<file path="src/usb_out_pe_macros.svh">
`ifndef USB_OUT_PE_MACROS_SVH
`define USB_OUT_PE_MACROS_SVH

// Build-time sizing of the OUT protocol engine

// Number of OUT endpoints that exist in hardware
`define USB_OUT_NUM_EPS 4

// Largest data payload accepted per packet, in bytes
`define USB_OUT_MAX_PKT_BYTES 32

// Wait for the host data packet after a token
// 17 bit times at 4 clocks per bit on the 48 MHz clock
// SOP delay on both packets cancels out
`define USB_OUT_ACK_TIMEOUT 68

`endif

</file>
<file path="src/usb_pid_pkg.sv">
`default_nettype none

//////////////////////////////////////////////////////////////////////
// USB wire protocol constants
//////////////////////////////////////////////////////////////////////

package usb_pid_pkg;

  // Packet identifiers used by the OUT engine
  // Upper nibble on the wire is the complement, checked by the receiver
  typedef enum logic [3:0] {
    UsbPidOut   = 4'b0001,
    UsbPidSetup = 4'b1101,
    UsbPidData0 = 4'b0011,
    UsbPidData1 = 4'b1011,
    UsbPidAck   = 4'b0010,
    UsbPidNak   = 4'b1010,
    UsbPidStall = 4'b1110
  } usb_pid_e;

  // PID type lives in the two low bits
  typedef enum logic [1:0] {
    UsbPidTypeSpecial   = 2'b00,
    UsbPidTypeToken     = 2'b01,
    UsbPidTypeHandshake = 2'b10,
    UsbPidTypeData      = 2'b11
  } usb_pid_type_e;

endpackage

`default_nettype wire
</file>
<file path="src/usb_out_pe_pkg.sv">
`default_nettype none

`include "usb_out_pe_macros.svh"

//////////////////////////////////////////////////////////////////////
// Types of the OUT protocol engine
//////////////////////////////////////////////////////////////////////

package usb_out_pe_pkg;
  import usb_pid_pkg::*;

  // Widths with a meaning
  typedef logic [3:0]                                     ep_num_t;
  typedef logic [$clog2(`USB_OUT_NUM_EPS)-1:0]            ep_idx_t;
  typedef logic [`USB_OUT_NUM_EPS-1:0]                    ep_mask_t;
  typedef logic [$clog2(`USB_OUT_MAX_PKT_BYTES)-1:0]      pkt_addr_t;
  typedef logic [6:0]                                     dev_addr_t;
  typedef logic [7:0]                                     byte_t;
  typedef logic [$clog2(`USB_OUT_ACK_TIMEOUT)-1:0]        timeout_cnt_t;

  // Packet framing from the receiver
  // pid, addr and endp hold until the next packet
  typedef struct packed {
    logic      pkt_start;
    logic      pkt_end;
    logic      valid;
    logic [3:0] pid;
    dev_addr_t addr;
    ep_num_t   endp;
  } rx_pkt_t;

  // Byte stream from the receiver
  typedef struct packed {
    logic  put;
    byte_t data;
  } rx_data_t;

  // Endpoint configuration, one bit per endpoint
  typedef struct packed {
    ep_mask_t enabled;
    ep_mask_t control;
    ep_mask_t full;
    ep_mask_t stall;
  } ep_cfg_t;

  // Masked data toggle write from software
  typedef struct packed {
    logic     we;
    ep_mask_t status;
    ep_mask_t mask;
  } tog_wr_t;

  // Decoded packet, valid in the packet end cycle
  typedef struct packed {
    logic    out_tok;
    logic    setup_tok;
    logic    data_pkt;
    logic    bad_pkt;
    logic    pid_odd;
    logic    ep_active;
    logic    ep_control;
    ep_idx_t ep_idx;
    ep_num_t ep_num;
  } token_evt_t;

  // Endpoint side interface
  typedef struct packed {
    ep_num_t   current;
    logic      newpkt;
    logic      data_put;
    pkt_addr_t put_addr;
    byte_t     data;
    logic      acked;
    logic      rollback;
  } ep_put_t;

  // Handshake request to the transmitter
  typedef struct packed {
    logic     start;
    usb_pid_e pid;
  } tx_req_t;

  // OUT and SETUP transaction phases
  typedef enum logic [1:0] {
    Idle,
    RcvdToken,
    DataStart,
    DataEnd
  } xact_state_e;

endpackage

`default_nettype wire

</file>
<file path="src/usb_out_data_path.sv">
`timescale 1ns/1ps
`default_nettype none

module usb_out_data_path
  import usb_out_pe_pkg::*;
(
  input  logic        clk_48mhz_i,
  input  logic        rst_ni,
  input  rx_data_t    rx_data_i,
  input  xact_state_e state_i,
  input  ep_idx_t     cur_idx_i,
  input  ep_cfg_t     ep_cfg_i,
  output ep_put_t     put_o,
  output logic        nak_o
);

  byte_t     data_q;
  logic      put_q;
  logic      nak_q;
  pkt_addr_t addr_q;
  logic      inc_addr;

  // Last received byte
  always_ff @(posedge clk_48mhz_i) begin
    if (rx_data_i.put) begin
      data_q <= rx_data_i.data;
    end
  end

  // Put strobe lines up with the latched byte
  always_ff @(posedge clk_48mhz_i or negedge rst_ni) begin
    if (!rst_ni) begin
      put_q <= 1'b0;
    end else begin
      put_q <= (state_i == DataStart) && rx_data_i.put;
    end
  end

  // Any byte arriving while the endpoint is full forces a NAK
  always_ff @(posedge clk_48mhz_i or negedge rst_ni) begin
    if (!rst_ni) begin
      nak_q <= 1'b0;
    end else if ((state_i == Idle) || (state_i == RcvdToken)) begin
      nak_q <= 1'b0;
    end else if (put_q && ep_cfg_i.full[cur_idx_i]) begin
      nak_q <= 1'b1;
    end
  end

  // Advance after each put, hold at the last slot
  // Frozen once the packet is going to be NAKed
  assign inc_addr = put_q && !nak_q && !(&addr_q);

  always_ff @(posedge clk_48mhz_i or negedge rst_ni) begin
    if (!rst_ni) begin
      addr_q <= '0;
    end else if (state_i == RcvdToken) begin
      addr_q <= '0;
    end else if ((state_i == DataStart) && inc_addr) begin
      addr_q <= addr_q + 1'b1;
    end
  end

  always_comb begin
    put_o          = '0;
    put_o.data_put = put_q;
    put_o.put_addr = addr_q;
    put_o.data     = data_q;
  end

  assign nak_o = nak_q;

endmodule

`default_nettype wire

</file>
<file path="src/usb_out_ep_state.sv">
`timescale 1ns/1ps
`default_nettype none

module usb_out_ep_state
  import usb_out_pe_pkg::*;
(
  input  logic       clk_48mhz_i,
  input  logic       rst_ni,
  input  logic       link_reset_i,
  input  token_evt_t tok_i,
  input  ep_idx_t    cur_idx_i,
  input  logic       new_pkt_end_i,
  input  tog_wr_t    tog_wr_i,
  output ep_mask_t   data_toggle_o,
  output ep_mask_t   setup_o
);

  ep_mask_t toggle_q, toggle_d;
  ep_mask_t setup_q, setup_d;

  always_comb begin
    toggle_d = toggle_q;
    setup_d  = setup_q;

    // SETUP restarts the control sequence at DATA0
    if (tok_i.setup_tok && tok_i.ep_active) begin
      toggle_d[tok_i.ep_idx] = 1'b0;
      setup_d[tok_i.ep_idx]  = 1'b1;
    end else if (tok_i.out_tok && tok_i.ep_active) begin
      setup_d[tok_i.ep_idx] = 1'b0;
    end

    // Accepted packet flips the toggle
    if (new_pkt_end_i) begin
      toggle_d[cur_idx_i] = ~toggle_q[cur_idx_i];
    end

    // Software overrides only the masked bits
    if (tog_wr_i.we) begin
      toggle_d = (toggle_d & ~tog_wr_i.mask) | (tog_wr_i.status & tog_wr_i.mask);
    end
  end

  always_ff @(posedge clk_48mhz_i or negedge rst_ni) begin
    if (!rst_ni) begin
      toggle_q <= '0;
      setup_q  <= '0;
    end else begin
      // Bus reset puts every endpoint back to DATA0
      toggle_q <= link_reset_i ? '0 : toggle_d;
      setup_q  <= setup_d;
    end
  end

  assign data_toggle_o = toggle_q;
  assign setup_o       = setup_q;

endmodule

`default_nettype wire

</file>
<file path="src/usb_out_pe.sv">
`timescale 1ns/1ps
`default_nettype none

module usb_out_pe
  import usb_out_pe_pkg::*;
(
  input  logic      clk_48mhz_i,
  input  logic      rst_ni,
  input  logic      link_reset_i,
  input  dev_addr_t dev_addr_i,
  input  rx_pkt_t   rx_i,
  input  rx_data_t  rx_data_i,
  input  ep_cfg_t   ep_cfg_i,
  input  tog_wr_t   tog_wr_i,
  output ep_put_t   out_ep_o,
  output ep_mask_t  out_ep_setup_o,
  output ep_mask_t  out_data_toggle_o,
  output tx_req_t   tx_o,
  output logic      event_datatog_out_o
);

  token_evt_t  tok;
  xact_state_e state;
  ep_idx_t     cur_idx;
  ep_put_t     xact_put;
  ep_put_t     data_put;
  ep_mask_t    data_toggle;
  logic        new_pkt_end;
  logic        nak;

  //////////////////////////////////////////////////////////////////////
  // Packet decode
  //////////////////////////////////////////////////////////////////////

  usb_out_token_decode u_token_decode (
    .rx_i       (rx_i),
    .dev_addr_i (dev_addr_i),
    .ep_cfg_i   (ep_cfg_i),
    .tok_o      (tok)
  );

  //////////////////////////////////////////////////////////////////////
  // Transaction control
  //////////////////////////////////////////////////////////////////////

  usb_out_xact_fsm u_xact_fsm (
    .clk_48mhz_i         (clk_48mhz_i),
    .rst_ni              (rst_ni),
    .link_reset_i        (link_reset_i),
    .rx_i                (rx_i),
    .tok_i               (tok),
    .ep_cfg_i            (ep_cfg_i),
    .data_toggle_i       (data_toggle),
    .nak_i               (nak),
    .state_o             (state),
    .cur_idx_o           (cur_idx),
    .xact_o              (xact_put),
    .new_pkt_end_o       (new_pkt_end),
    .tx_o                (tx_o),
    .event_datatog_out_o (event_datatog_out_o)
  );

  // Toggles and SETUP flags per endpoint
  usb_out_ep_state u_ep_state (
    .clk_48mhz_i   (clk_48mhz_i),
    .rst_ni        (rst_ni),
    .link_reset_i  (link_reset_i),
    .tok_i         (tok),
    .cur_idx_i     (cur_idx),
    .new_pkt_end_i (new_pkt_end),
    .tog_wr_i      (tog_wr_i),
    .data_toggle_o (data_toggle),
    .setup_o       (out_ep_setup_o)
  );

  // Byte forwarding to the endpoint
  usb_out_data_path u_data_path (
    .clk_48mhz_i (clk_48mhz_i),
    .rst_ni      (rst_ni),
    .rx_data_i   (rx_data_i),
    .state_i     (state),
    .cur_idx_i   (cur_idx),
    .ep_cfg_i    (ep_cfg_i),
    .put_o       (data_put),
    .nak_o       (nak)
  );

  // Control fields from the FSM, payload fields from the data path
  assign out_ep_o = '{
    current:  xact_put.current,
    newpkt:   xact_put.newpkt,
    data_put: data_put.data_put,
    put_addr: data_put.put_addr,
    data:     data_put.data,
    acked:    xact_put.acked,
    rollback: xact_put.rollback
  };

  assign out_data_toggle_o = data_toggle;

endmodule

`default_nettype wire

</file>
<file path="src/usb_out_token_decode.sv">
`timescale 1ns/1ps
`default_nettype none

`include "usb_out_pe_macros.svh"

module usb_out_token_decode
  import usb_pid_pkg::*;
  import usb_out_pe_pkg::*;
(
  input  rx_pkt_t    rx_i,
  input  dev_addr_t  dev_addr_i,
  input  ep_cfg_t    ep_cfg_i,
  output token_evt_t tok_o
);

  usb_pid_type_e pid_type;
  logic          token_rcvd;
  logic          is_data_pid;
  logic          ep_in_hw;
  ep_idx_t       ep_idx;

  // PID type from the low two bits
  assign pid_type = usb_pid_type_e'(rx_i.pid[1:0]);

  // Good token addressed to this device
  assign token_rcvd = rx_i.pkt_end && rx_i.valid &&
                      (pid_type == UsbPidTypeToken) &&
                      (rx_i.addr == dev_addr_i);

  // DATA0 or DATA1
  assign is_data_pid = (rx_i.pid == UsbPidData0) || (rx_i.pid == UsbPidData1);

  // Endpoint number must map onto an implemented endpoint
  assign ep_in_hw = ({1'b0, rx_i.endp} < `USB_OUT_NUM_EPS);
  // Unimplemented numbers fold to index zero, gated by ep_in_hw below
  assign ep_idx   = ep_in_hw ? ep_idx_t'(rx_i.endp) : '0;

  always_comb begin
    tok_o = '0;

    // Split tokens by kind
    tok_o.out_tok   = token_rcvd && (rx_i.pid == UsbPidOut);
    tok_o.setup_tok = token_rcvd && (rx_i.pid == UsbPidSetup);

    // Data packet with good CRC
    tok_o.data_pkt = rx_i.pkt_end && rx_i.valid && is_data_pid;
    // Anything else ending here breaks a transaction
    tok_o.bad_pkt  = rx_i.pkt_end && !(rx_i.valid && is_data_pid);

    // Odd bit of the PID selects DATA1
    tok_o.pid_odd = rx_i.pid[3];

    // Endpoint lookup
    tok_o.ep_idx     = ep_idx;
    tok_o.ep_num     = ep_in_hw ? rx_i.endp : '0;
    tok_o.ep_active  = ep_in_hw && ep_cfg_i.enabled[ep_idx];
    tok_o.ep_control = ep_cfg_i.control[ep_idx];
  end

endmodule

`default_nettype wire

</file>
<file path="src/usb_out_xact_fsm.sv">
`timescale 1ns/1ps
`default_nettype none

`include "usb_out_pe_macros.svh"

module usb_out_xact_fsm
  import usb_pid_pkg::*;
  import usb_out_pe_pkg::*;
(
  input  logic        clk_48mhz_i,
  input  logic        rst_ni,
  input  logic        link_reset_i,
  input  rx_pkt_t     rx_i,
  input  token_evt_t  tok_i,
  input  ep_cfg_t     ep_cfg_i,
  input  ep_mask_t    data_toggle_i,
  input  logic        nak_i,
  output xact_state_e state_o,
  output ep_idx_t     cur_idx_o,
  output ep_put_t     xact_o,
  output logic        new_pkt_end_o,
  output tx_req_t     tx_o,
  output logic        event_datatog_out_o
);

  xact_state_e  state_q, state_d;
  timeout_cnt_t cnt_q, cnt_d;

  // Transaction context captured at the token
  ep_idx_t cur_idx_q;
  ep_num_t cur_num_q;
  logic    setup_q;
  logic    newpkt_q;

  logic xact_start;
  logic tog_mismatch;
  logic ep_stalled;
  logic ep_full;
  logic drop_tog;

  // Status of the endpoint in flight
  assign ep_stalled = ep_cfg_i.stall[cur_idx_q];
  assign ep_full    = ep_cfg_i.full[cur_idx_q];

  // DATA PID odd bit against the expected toggle
  assign tog_mismatch = tok_i.data_pkt && (tok_i.pid_odd != data_toggle_i[cur_idx_q]);

  // Retransmitted packet, host most likely lost our ACK
  // Stalled endpoints skip this and answer STALL later
  assign drop_tog = (state_q == DataStart) && tog_mismatch && !ep_stalled;

  //////////////////////////////////////////////////////////////////////
  // Next state and handshake
  //////////////////////////////////////////////////////////////////////

  always_comb begin
    state_d       = state_q;
    cnt_d         = timeout_cnt_t'(`USB_OUT_ACK_TIMEOUT);
    xact_start    = 1'b0;
    new_pkt_end_o = 1'b0;
    tx_o          = '0;
    xact_o        = '0;

    unique case (state_q)
      Idle: begin
        // SETUP only goes to control endpoints
        if (tok_i.ep_active &&
            (tok_i.out_tok || (tok_i.setup_tok && tok_i.ep_control))) begin
          state_d    = RcvdToken;
          xact_start = 1'b1;
        end
      end

      RcvdToken: begin
        // Bounded wait for the data packet
        cnt_d = cnt_q - 1'b1;
        if (rx_i.pkt_start) begin
          state_d = DataStart;
        end else if (cnt_q == '0) begin
          state_d = Idle;
        end
      end

      DataStart: begin
        if (drop_tog) begin
          state_d         = Idle;
          xact_o.rollback = 1'b1;
          tx_o.start      = 1'b1;
          tx_o.pid        = UsbPidAck;
        end else if (tok_i.bad_pkt) begin
          // Bad CRC or wrong PID, host sees silence
          state_d         = Idle;
          xact_o.rollback = 1'b1;
        end else if (tok_i.data_pkt) begin
          state_d = DataEnd;
        end
      end

      DataEnd: begin
        state_d    = Idle;
        tx_o.start = 1'b1;
        if (setup_q) begin
          // Undeliverable SETUP is dropped without a handshake
          if (nak_i || ep_full) begin
            tx_o.start      = 1'b0;
            xact_o.rollback = 1'b1;
          end else begin
            tx_o.pid      = UsbPidAck;
            new_pkt_end_o = 1'b1;
            xact_o.acked  = 1'b1;
          end
        end else if (ep_stalled) begin
          tx_o.pid = UsbPidStall;
        end else if (nak_i || ep_full) begin
          // Endpoint cannot take the data now
          tx_o.pid        = UsbPidNak;
          xact_o.rollback = 1'b1;
        end else begin
          tx_o.pid      = UsbPidAck;
          new_pkt_end_o = 1'b1;
          xact_o.acked  = 1'b1;
        end
      end

      default: state_d = Idle;
    endcase

    xact_o.current = cur_num_q;
    xact_o.newpkt  = newpkt_q;
  end

  assign event_datatog_out_o = drop_tog;

  //////////////////////////////////////////////////////////////////////
  // Registers
  //////////////////////////////////////////////////////////////////////

  always_ff @(posedge clk_48mhz_i or negedge rst_ni) begin
    if (!rst_ni) begin
      state_q <= Idle;
      cnt_q   <= timeout_cnt_t'(`USB_OUT_ACK_TIMEOUT);
    end else if (link_reset_i) begin
      state_q <= Idle;
      cnt_q   <= timeout_cnt_t'(`USB_OUT_ACK_TIMEOUT);
    end else begin
      state_q <= state_d;
      cnt_q   <= cnt_d;
    end
  end

  // Endpoint and kind are latched once per transaction
  always_ff @(posedge clk_48mhz_i or negedge rst_ni) begin
    if (!rst_ni) begin
      newpkt_q  <= 1'b0;
      cur_idx_q <= '0;
      cur_num_q <= '0;
      setup_q   <= 1'b0;
    end else begin
      newpkt_q <= xact_start && !link_reset_i;
      if (xact_start) begin
        cur_idx_q <= tok_i.ep_idx;
        cur_num_q <= tok_i.ep_num;
        setup_q   <= tok_i.setup_tok;
      end
    end
  end

  assign state_o   = state_q;
  assign cur_idx_o = cur_idx_q;

endmodule

`default_nettype wire

</file>
<file path="config.mk">
export PLATFORM = sky130hd
export DESIGN_NAME = usb_out_pe
export DESIGN_NICKNAME = d
export VERILOG_FILES = /design/src/usb_pid_pkg.sv /design/src/usb_out_pe_pkg.sv /design/src/usb_out_data_path.sv /design/src/usb_out_ep_state.sv /design/src/usb_out_pe.sv /design/src/usb_out_token_decode.sv /design/src/usb_out_xact_fsm.sv
export VERILOG_INCLUDE_DIRS = /design/src
export SDC_FILE = /design/constraint.sdc
export NUM_CORES = 1
export LEC_CHECK = 0
export BUFFER_PORTS_ARGS = -buffer_cell sky130_fd_sc_hd__buf_4
export CAP_MARGIN = 20
export CORE_MARGIN = 2
export CORE_UTILIZATION = 52
export CTS_CLUSTER_SIZE = 40
export DETAILED_ROUTE_END_ITERATION = 6
export GPL_ROUTABILITY_DRIVEN = 0
export GPL_TIMING_DRIVEN = 1
export PLACE_DENSITY = 0.92
export SLEW_MARGIN = 20
export SYNTH_ARGS = -nofsm -noshare
export SYNTH_HDL_FRONTEND = slang
export SYNTH_SLANG_ARGS = --single-unit
</file>
<file path="constraint.sdc">
create_clock -name clk_48mhz_i -period 4.08 [get_ports clk_48mhz_i]
set_input_delay 0.204 -clock clk_48mhz_i [delete_from_list [all_inputs] [get_ports clk_48mhz_i]]
set_output_delay 0.204 -clock clk_48mhz_i [all_outputs]
set_load 0.1 [all_outputs]
</file>
==> results of run 1 <==
==> cell usage in the layout, fill, tap and decap left out, types with 3 or more instances in the layout <==
cell type,count
inv_1,11
o21ai_0,9
nand2b_1,5
nor3_1,8
nor2_1,30
dfrtp_1,28
nor2b_1,6
clkbuf_8,5
mux2i_1,7
o22a_1,3
buf_4,95
nand3b_1,3
nand2_1,22
xor2_1,9
a21oi_1,6
xnor2_1,4
edfxtp_1,8
a211oi_1,6
nand4_1,7
nand3_1,9
ha_1,4
==> per-stage QoR <==
stage / power, mW / hold WS [ns] / cells / setup TNS [ns] / area [um2]
finish: 0.9833 / 0.07292 / 389 / 0 / 3193
floorplan: 0.5216 / -0.09159 / 245 / -0.2008 / 2349
global route: 1.017 / 0.06464 / 389 / 0 / 3193
CTS: 0.9861 / 0.07081 / 389 / 0 / 3193
global placement: 0.5968 / 0.1512 / 380 / 0 / 3045
detailed placement: 0.6008 / 0.1570 / 380 / 0 / 3045
==> synth_stat cells, types with 3 or more instances <==
library cell  number  share of area
nand4_1            7          0.019
clkbuf_1           3         0.0048
buf_4              5          0.016
nand2b_1           5          0.013
dfrtp_1           28           0.30
a21oi_1            6          0.013
inv_1             11          0.018
edfxtp_1           8           0.10
nand2_1           22          0.035
o21ai_0            9          0.019
nand3b_1           3         0.0096
ha_1               4          0.021
o22a_1             3          0.011
nor2b_1            6          0.016
nor3_1             8          0.017
xor2_1             9          0.034
a211oi_1           6          0.019
mux2i_1            7          0.030
nor2_1            30          0.048
nand3_1            9          0.019
xnor2_1            4          0.015
==> power breakdown <==
part	switching, mW	internal, mW
Clock	0.144	0.245
Combinational	0.125	0.0686
Sequential	0.00437	0.397
==> layer usage <==
layer / GRT usage / routed length [um]
met2: 0.4309 / 3027
met3: 0.07550 / 647
met1: 0.3188 / 2389
met5: 0 / 0
met4: 0.07966 / 101
==> worst max-delay path by stage <==
stage                          to  slack (ns)               startpoint
after global routing      tx_o[1]        1.32  u_xact_fsm.cur_num_q[0]
after floorplan           tx_o[4]       -0.20  u_xact_fsm.cur_num_q[0]
after detailed placement  tx_o[4]        1.77  u_xact_fsm.cur_num_q[0]
after CTS                 tx_o[4]        1.43  u_xact_fsm.cur_num_q[0]
final                     tx_o[4]        1.43  u_xact_fsm.cur_num_q[0]
after global placement    tx_o[1]        1.84  u_xact_fsm.cur_num_q[0]
==> area by class of cell <==
class / instances / area, um2
clock buffers: 5 / 68.82
well taps: 52 / 65.06
clock inverters: 3 / 68.82
multi-input cells: 184 / 1232
flip-flops and latches: 38 / 993.5
fillers: 300 / 1161
inverters: 11 / 41.29
repair buffers: 96 / 723.2
==> cell families after synthesis <==
group,count (synthesis),share of synthesized area
AOI/OAI and AO/OA,44,0.1334
xor gates and xnor gates,14,0.05574
adders and majority gates,4,0.02144
buffers and inverters,23,0.05252
DFF,38,0.4255
muxes,11,0.06055
other,1,0.001606
and+or+nand+nor,110,0.2492
==> reports/results.ini, run 1 <==
[cts]
clk_pin_slew_worst_paths_ns = 0.08
numCtsBuffers = 5
htree_num_levels = 2
clk_path_buf_depth = 2
insertion_delay_ns = 0.30
hold_buffers = 1
ctsResizeCount = 0
clock-sinks = 38
cts-root-buf = clkbuf_8
tritoncts = built
post_cts_buffers = 0

[floorplan]
die_width_um = 71.01
core-area_um2 = 4354
start_util = 0.5362
die-height_um = 71.01
ios = 97
num_rows = 24
fp.dieArea_um2 = 5042

[sta]
min_period_over_period = 0.6496
fin_ws_ns = 1.430
max_freq_mhz = 377.3
hold_viol_final = 0
rsz0062_at_grt = false
finalMaxSlewViolations = 0
final.min_clock_period_ns = 2.650
finClkSkew_ns = 0.01036
setup_violations = 0

[yosys]
synth_ff_type = dfrtp_1
synth-async-reset-ratio = 0.7895
yosysSeqAreaShare = 0.4255
ys_warn_count = 0
syn_area_per_cell_um2 = 9.530
netlist_area_um2 = 2335
synth_edf_count = 8
synth_nets = 311
ys_seq_elements = 38
synth_cell_type_count = 56
synthCells = 245

[grt]
grt_use_total = 0.2560
grt_max_degree = 31
grt_pass1_vias = 2148
overflow = 0
grt_pass1_wl_um = 10150
grt_antenna_before_repair = 0

[hold_path]
hold_class = in2reg
hp-start = rx_data_i[7]
hold_end = u_data_path.data_q[7]
worstHoldPathCells = 1

[layout]
final_nets = 402
area_growth_pct = 36.76
final_util = 0.7333
num_antenna_cells = 0
layout-drive-gt1-share = 0.3501

[setup_path]
r2r_cells = 5
cp-start-kind = register
r2r_slack_ns = 2.03
path_buf_inv = 1
crit-reg2reg-capture = u_ep_state.data_toggle_o[3]
slowest_delay_ns = 0.58
cp_top_family = multiplexers
path_class = reg2out
worst-path-stages = 6
critical_path_arrival_ns = 2.45
path_max_fanout = 10
required_ns = 3.88
crit_chain = mux4_2 > xnor2_2 > nand3b_1 > nor3_4 > or2_1 > buf_4
endpoint_kind = output port
crit_slowest_cell = mux4_2
reg2reg_from = u_xact_fsm.cur_num_q[1]

[route]
vias = 2209
wl_per_cell_um = 15.85
drt_iter0_drc = 246
wl_um = 6166
vias_per_cell = 5.679
first_pass_iters = 4
ant_nets = 0
drc = 0

[placed_design]
pre_cts_slack_ns = 1.769
dp_hpwl_um = 4897
place.port_buffers = 95

[power_and_ir_drop]
power_density_nw_per_um2 = 307.9
power_leakage_nw = 1.460
max-vdd-ir-drop_mv = 0.2050

[outcome]
status = finished clean

[flow_run]
cap_viol_max_count = 0

(Power assumes the default switching activity.)
==> run 2, diff against run 1 <==
CORE_UTILIZATION = 48   (was 52)
PLACE_DENSITY = 0.86   (was 0.92)
clock period = 2.6 ns   (was 4.08 ns; I/O delays follow)
==> run 2 against run 1 <==
  * Largest power group unchanged
  * Worst hold slack got worse by 0.062 ns
  * Non-clock buffer count rose by 8
  * Highest routed layer unchanged
  * Wire length rose by 9.3%
  * Die area rose by 7.9%
  * Total power rose by 59%
==> reports/results.ini, run 2 (synthesis results as in run 1) <==
[outcome]
status = finished clean  ; unchanged

[cts]
tritoncts = built  ; unchanged
clk_path_buf_depth = 2  ; unchanged
insertion_delay_ns = 0.30  ; about the same
clk_pin_slew_worst_paths_ns = 0.09  ; was 0.08 ns
clock-sinks = 38  ; unchanged
post_cts_buffers = 0  ; unchanged
numCtsBuffers = 5  ; unchanged
htree_num_levels = 2  ; unchanged
cts-root-buf = clkbuf_8  ; unchanged

[flow_run]
cap_viol_max_count = 0  ; unchanged

[sta]
final.min_clock_period_ns = 2.474
finalMaxSlewViolations = 0  ; unchanged
rsz0062_at_grt = false  ; unchanged
fin_ws_ns = 0.1262  ; was 1.430 ns
setup_violations = 0  ; unchanged
max_freq_mhz = 404.2
finClkSkew_ns = 0.01242  ; was 0.01036 ns
min_period_over_period = 0.9515
hold_viol_final = 0  ; unchanged
fin_hold_ws_ns = 0.01115  ; was 0.07292 ns

[layout]
final_cells = 399  ; was 389
layout_commonest_cell = buf_4  ; unchanged
final_nets = 410  ; was 402
fillers = 352  ; was 300
most-common-layout-cells = 96 x buf_4, 29 x nor2_1, 22 x nand2_1, 22 x dfrtp_1, 11 x inv_1  ; was 95 x buf_4, 30 x nor2_1, 28 x dfrtp_1
num_antenna_cells = 0  ; unchanged
area_growth_pct = 41.91  ; was 36.76%
layout-drive-gt1-share = 0.3710  ; was 0.3501
final_util = 0.7061  ; was 0.7333

[power_and_ir_drop]
p_int_mw = 1.123  ; was 0.7107 mW
p_switching_mw = 0.4378  ; was 0.2725 mW
power_density_nw_per_um2 = 471.2  ; was 307.9 nW/um2
switching_share = 0.2804  ; was 0.2772
clockPowerShare = 0.393  ; was 0.395
power_leakage_nw = 1.494  ; was 1.460 nW
seq_power_share = 0.405  ; was 0.408
max-vdd-ir-drop_mv = 0.2726  ; was 0.2050 mV
p_comb_frac = 0.203  ; was 0.196
power_mw = 1.561  ; was 0.9833 mW

[hold_path]
hold_class = in2reg  ; unchanged

[floorplan]
ios = 97  ; unchanged
die-height_um = 73.74  ; was 71.01 um
die_width_um = 73.74  ; was 71.01 um
fp.dieArea_um2 = 5438  ; was 5042 um2
start_util = 0.4976  ; was 0.5362
num_rows = 25  ; was 24
core-area_um2 = 4692  ; was 4354 um2

[setup_path]
critical_path_arrival_ns = 2.34  ; was 2.45 ns
crit_chain = mux4_2 > xnor2_2 > nand3b_1 > nor3_4 > or2_4 > buf_4  ; was mux4_2 > xnor2_2 > nand3b_1 > nor3_4 > or2_1 > buf_4
crit_slowest_cell = mux4_2  ; unchanged
path_class = reg2out  ; unchanged
endpoint_kind = output port  ; unchanged
required_ns = 2.47  ; was 3.88 ns
slowest_delay_ns = 0.57  ; was 0.58 ns
path_max_fanout = 10  ; unchanged
cp-start-kind = register  ; unchanged

[route]
drc = 0  ; unchanged
vias_per_cell = 5.762  ; was 5.679
wl_um = 6739  ; was 6166 um
wl_per_cell_um = 16.89  ; was 15.85 um
drt_iter0_drc = 219  ; was 246
vias = 2299  ; was 2209
ant_nets = 0  ; unchanged
first_pass_iters = 4  ; unchanged

[grt]
grt_pass1_wl_um = 9956  ; was 10150 um
grt_pass1_vias = 2180  ; was 2148
overflow = 0  ; unchanged
grt_max_degree = 31  ; unchanged
grt_antenna_before_repair = 0  ; unchanged
grt_use_total = 0.2407  ; was 0.2560

[placed_design]
pre_cts_slack_ns = 0.4630  ; was 1.769 ns
place.port_buffers = 95  ; unchanged
dp.cells = 383  ; was 380
dp_hpwl_um = 4889  ; was 4897 um

[run 2: cell types whose count changed in the layout (fill, tap and decap cells not counted), sizes merged]
| cell | before | now |
|---|---|---|
| buf | 95 | 96 |
| dlygate4sd3 | 1 | 8 |
[run 2: power groups by stage]
stage / combinational, mW / clock (mW) / sequential [mW]
global route: 0.334 / 0.647 / 0.633
finish: 0.317 / 0.613 / 0.632
CTS: 0.309 / 0.615 / 0.630
global placement: 0.298 / 0 / 0.642
floorplan: 0.0771 / 0 / 0.743
detailed placement: 0.303 / 0 / 0.643
[run 2: layout make-up]
type | instances | area, um2 | area share
Clock buffer | 5 | 68.82 | 0.02077
Clock inverter | 3 | 68.82 | 0.02077
Inverter | 11 | 41.29 | 0.01246
Multi-Input combinational cell | 184 | 1260 | 0.3803
Sequential cell | 38 | 1006 | 0.3036
Tap cell | 54 | 67.56 | 0.02039
Timing Repair Buffer | 104 | 800.8 | 0.2417
[run 2: metal layers]
layer | track usage | routed length, um | vias to the layer above
li1 | - | - | 1076
met1 | 0.3014 | 2600 | 1104
met2 | 0.4117 | 3579 | 106
met3 | 0.04938 | 444 | 13
met4 | 0.08283 | 114 | 0
met5 | 0 | 0 | -
[run 2: stage by stage]
| step | area [um2] | setup TNS [ns] |
|---|---|---|
| floorplan | 2401 | -1.107 |
| global placement | 3095 | 0 |
| detailed placement | 3095 | 0 |
| CTS | 3273 | 0 |
| global route | 3313 | 0 |
| finish | 3313 | 0 |
[run 2: repair_timing]
| item | in CTS | in global routing |
|---|---|---|
| endpoints found under the hold margin | 31 | 4 |
| gates resized for setup | 0 | 0 |
| endpoints found under the setup margin | 0 | 0 |
| hold buffers | 4 | 4 |
[run 2: path summary, 6_finish.rpt]
| path | slack (ns) | endpoint | start | cells after the start |
|---|---|---|---|---|
| setup / recovery | 0.13 | tx_o[4] | u_xact_fsm.cur_num_q[0] | 6 |
| hold / removal | 0.01 | u_data_path.data_q[5] | rx_data_i[5] | 1 |
| setup reg to reg | 0.64 | u_ep_state.data_toggle_o[3] | u_xact_fsm.state_o[0] | 5 |
| hold reg to reg | 0.49 | u_xact_fsm.cnt_q[0] | u_xact_fsm.cnt_q[0] | 1 |
| max in group asynchronous | 1.97 | u_xact_fsm.cnt_q[2] | rst_ni | 2 |
| min in group asynchronous | 0.30 | u_xact_fsm.setup_q | rst_ni | 2 |
[run 2: critical path, delay by kind of cell (launching register included)]
family	cells	cell delay [ns]
buffers and inverters	1	0.28
xor gates and xnor gates	1	0.17
and+or+nand+nor	3	0.55
DFF	1	0.48
muxes	1	0.57
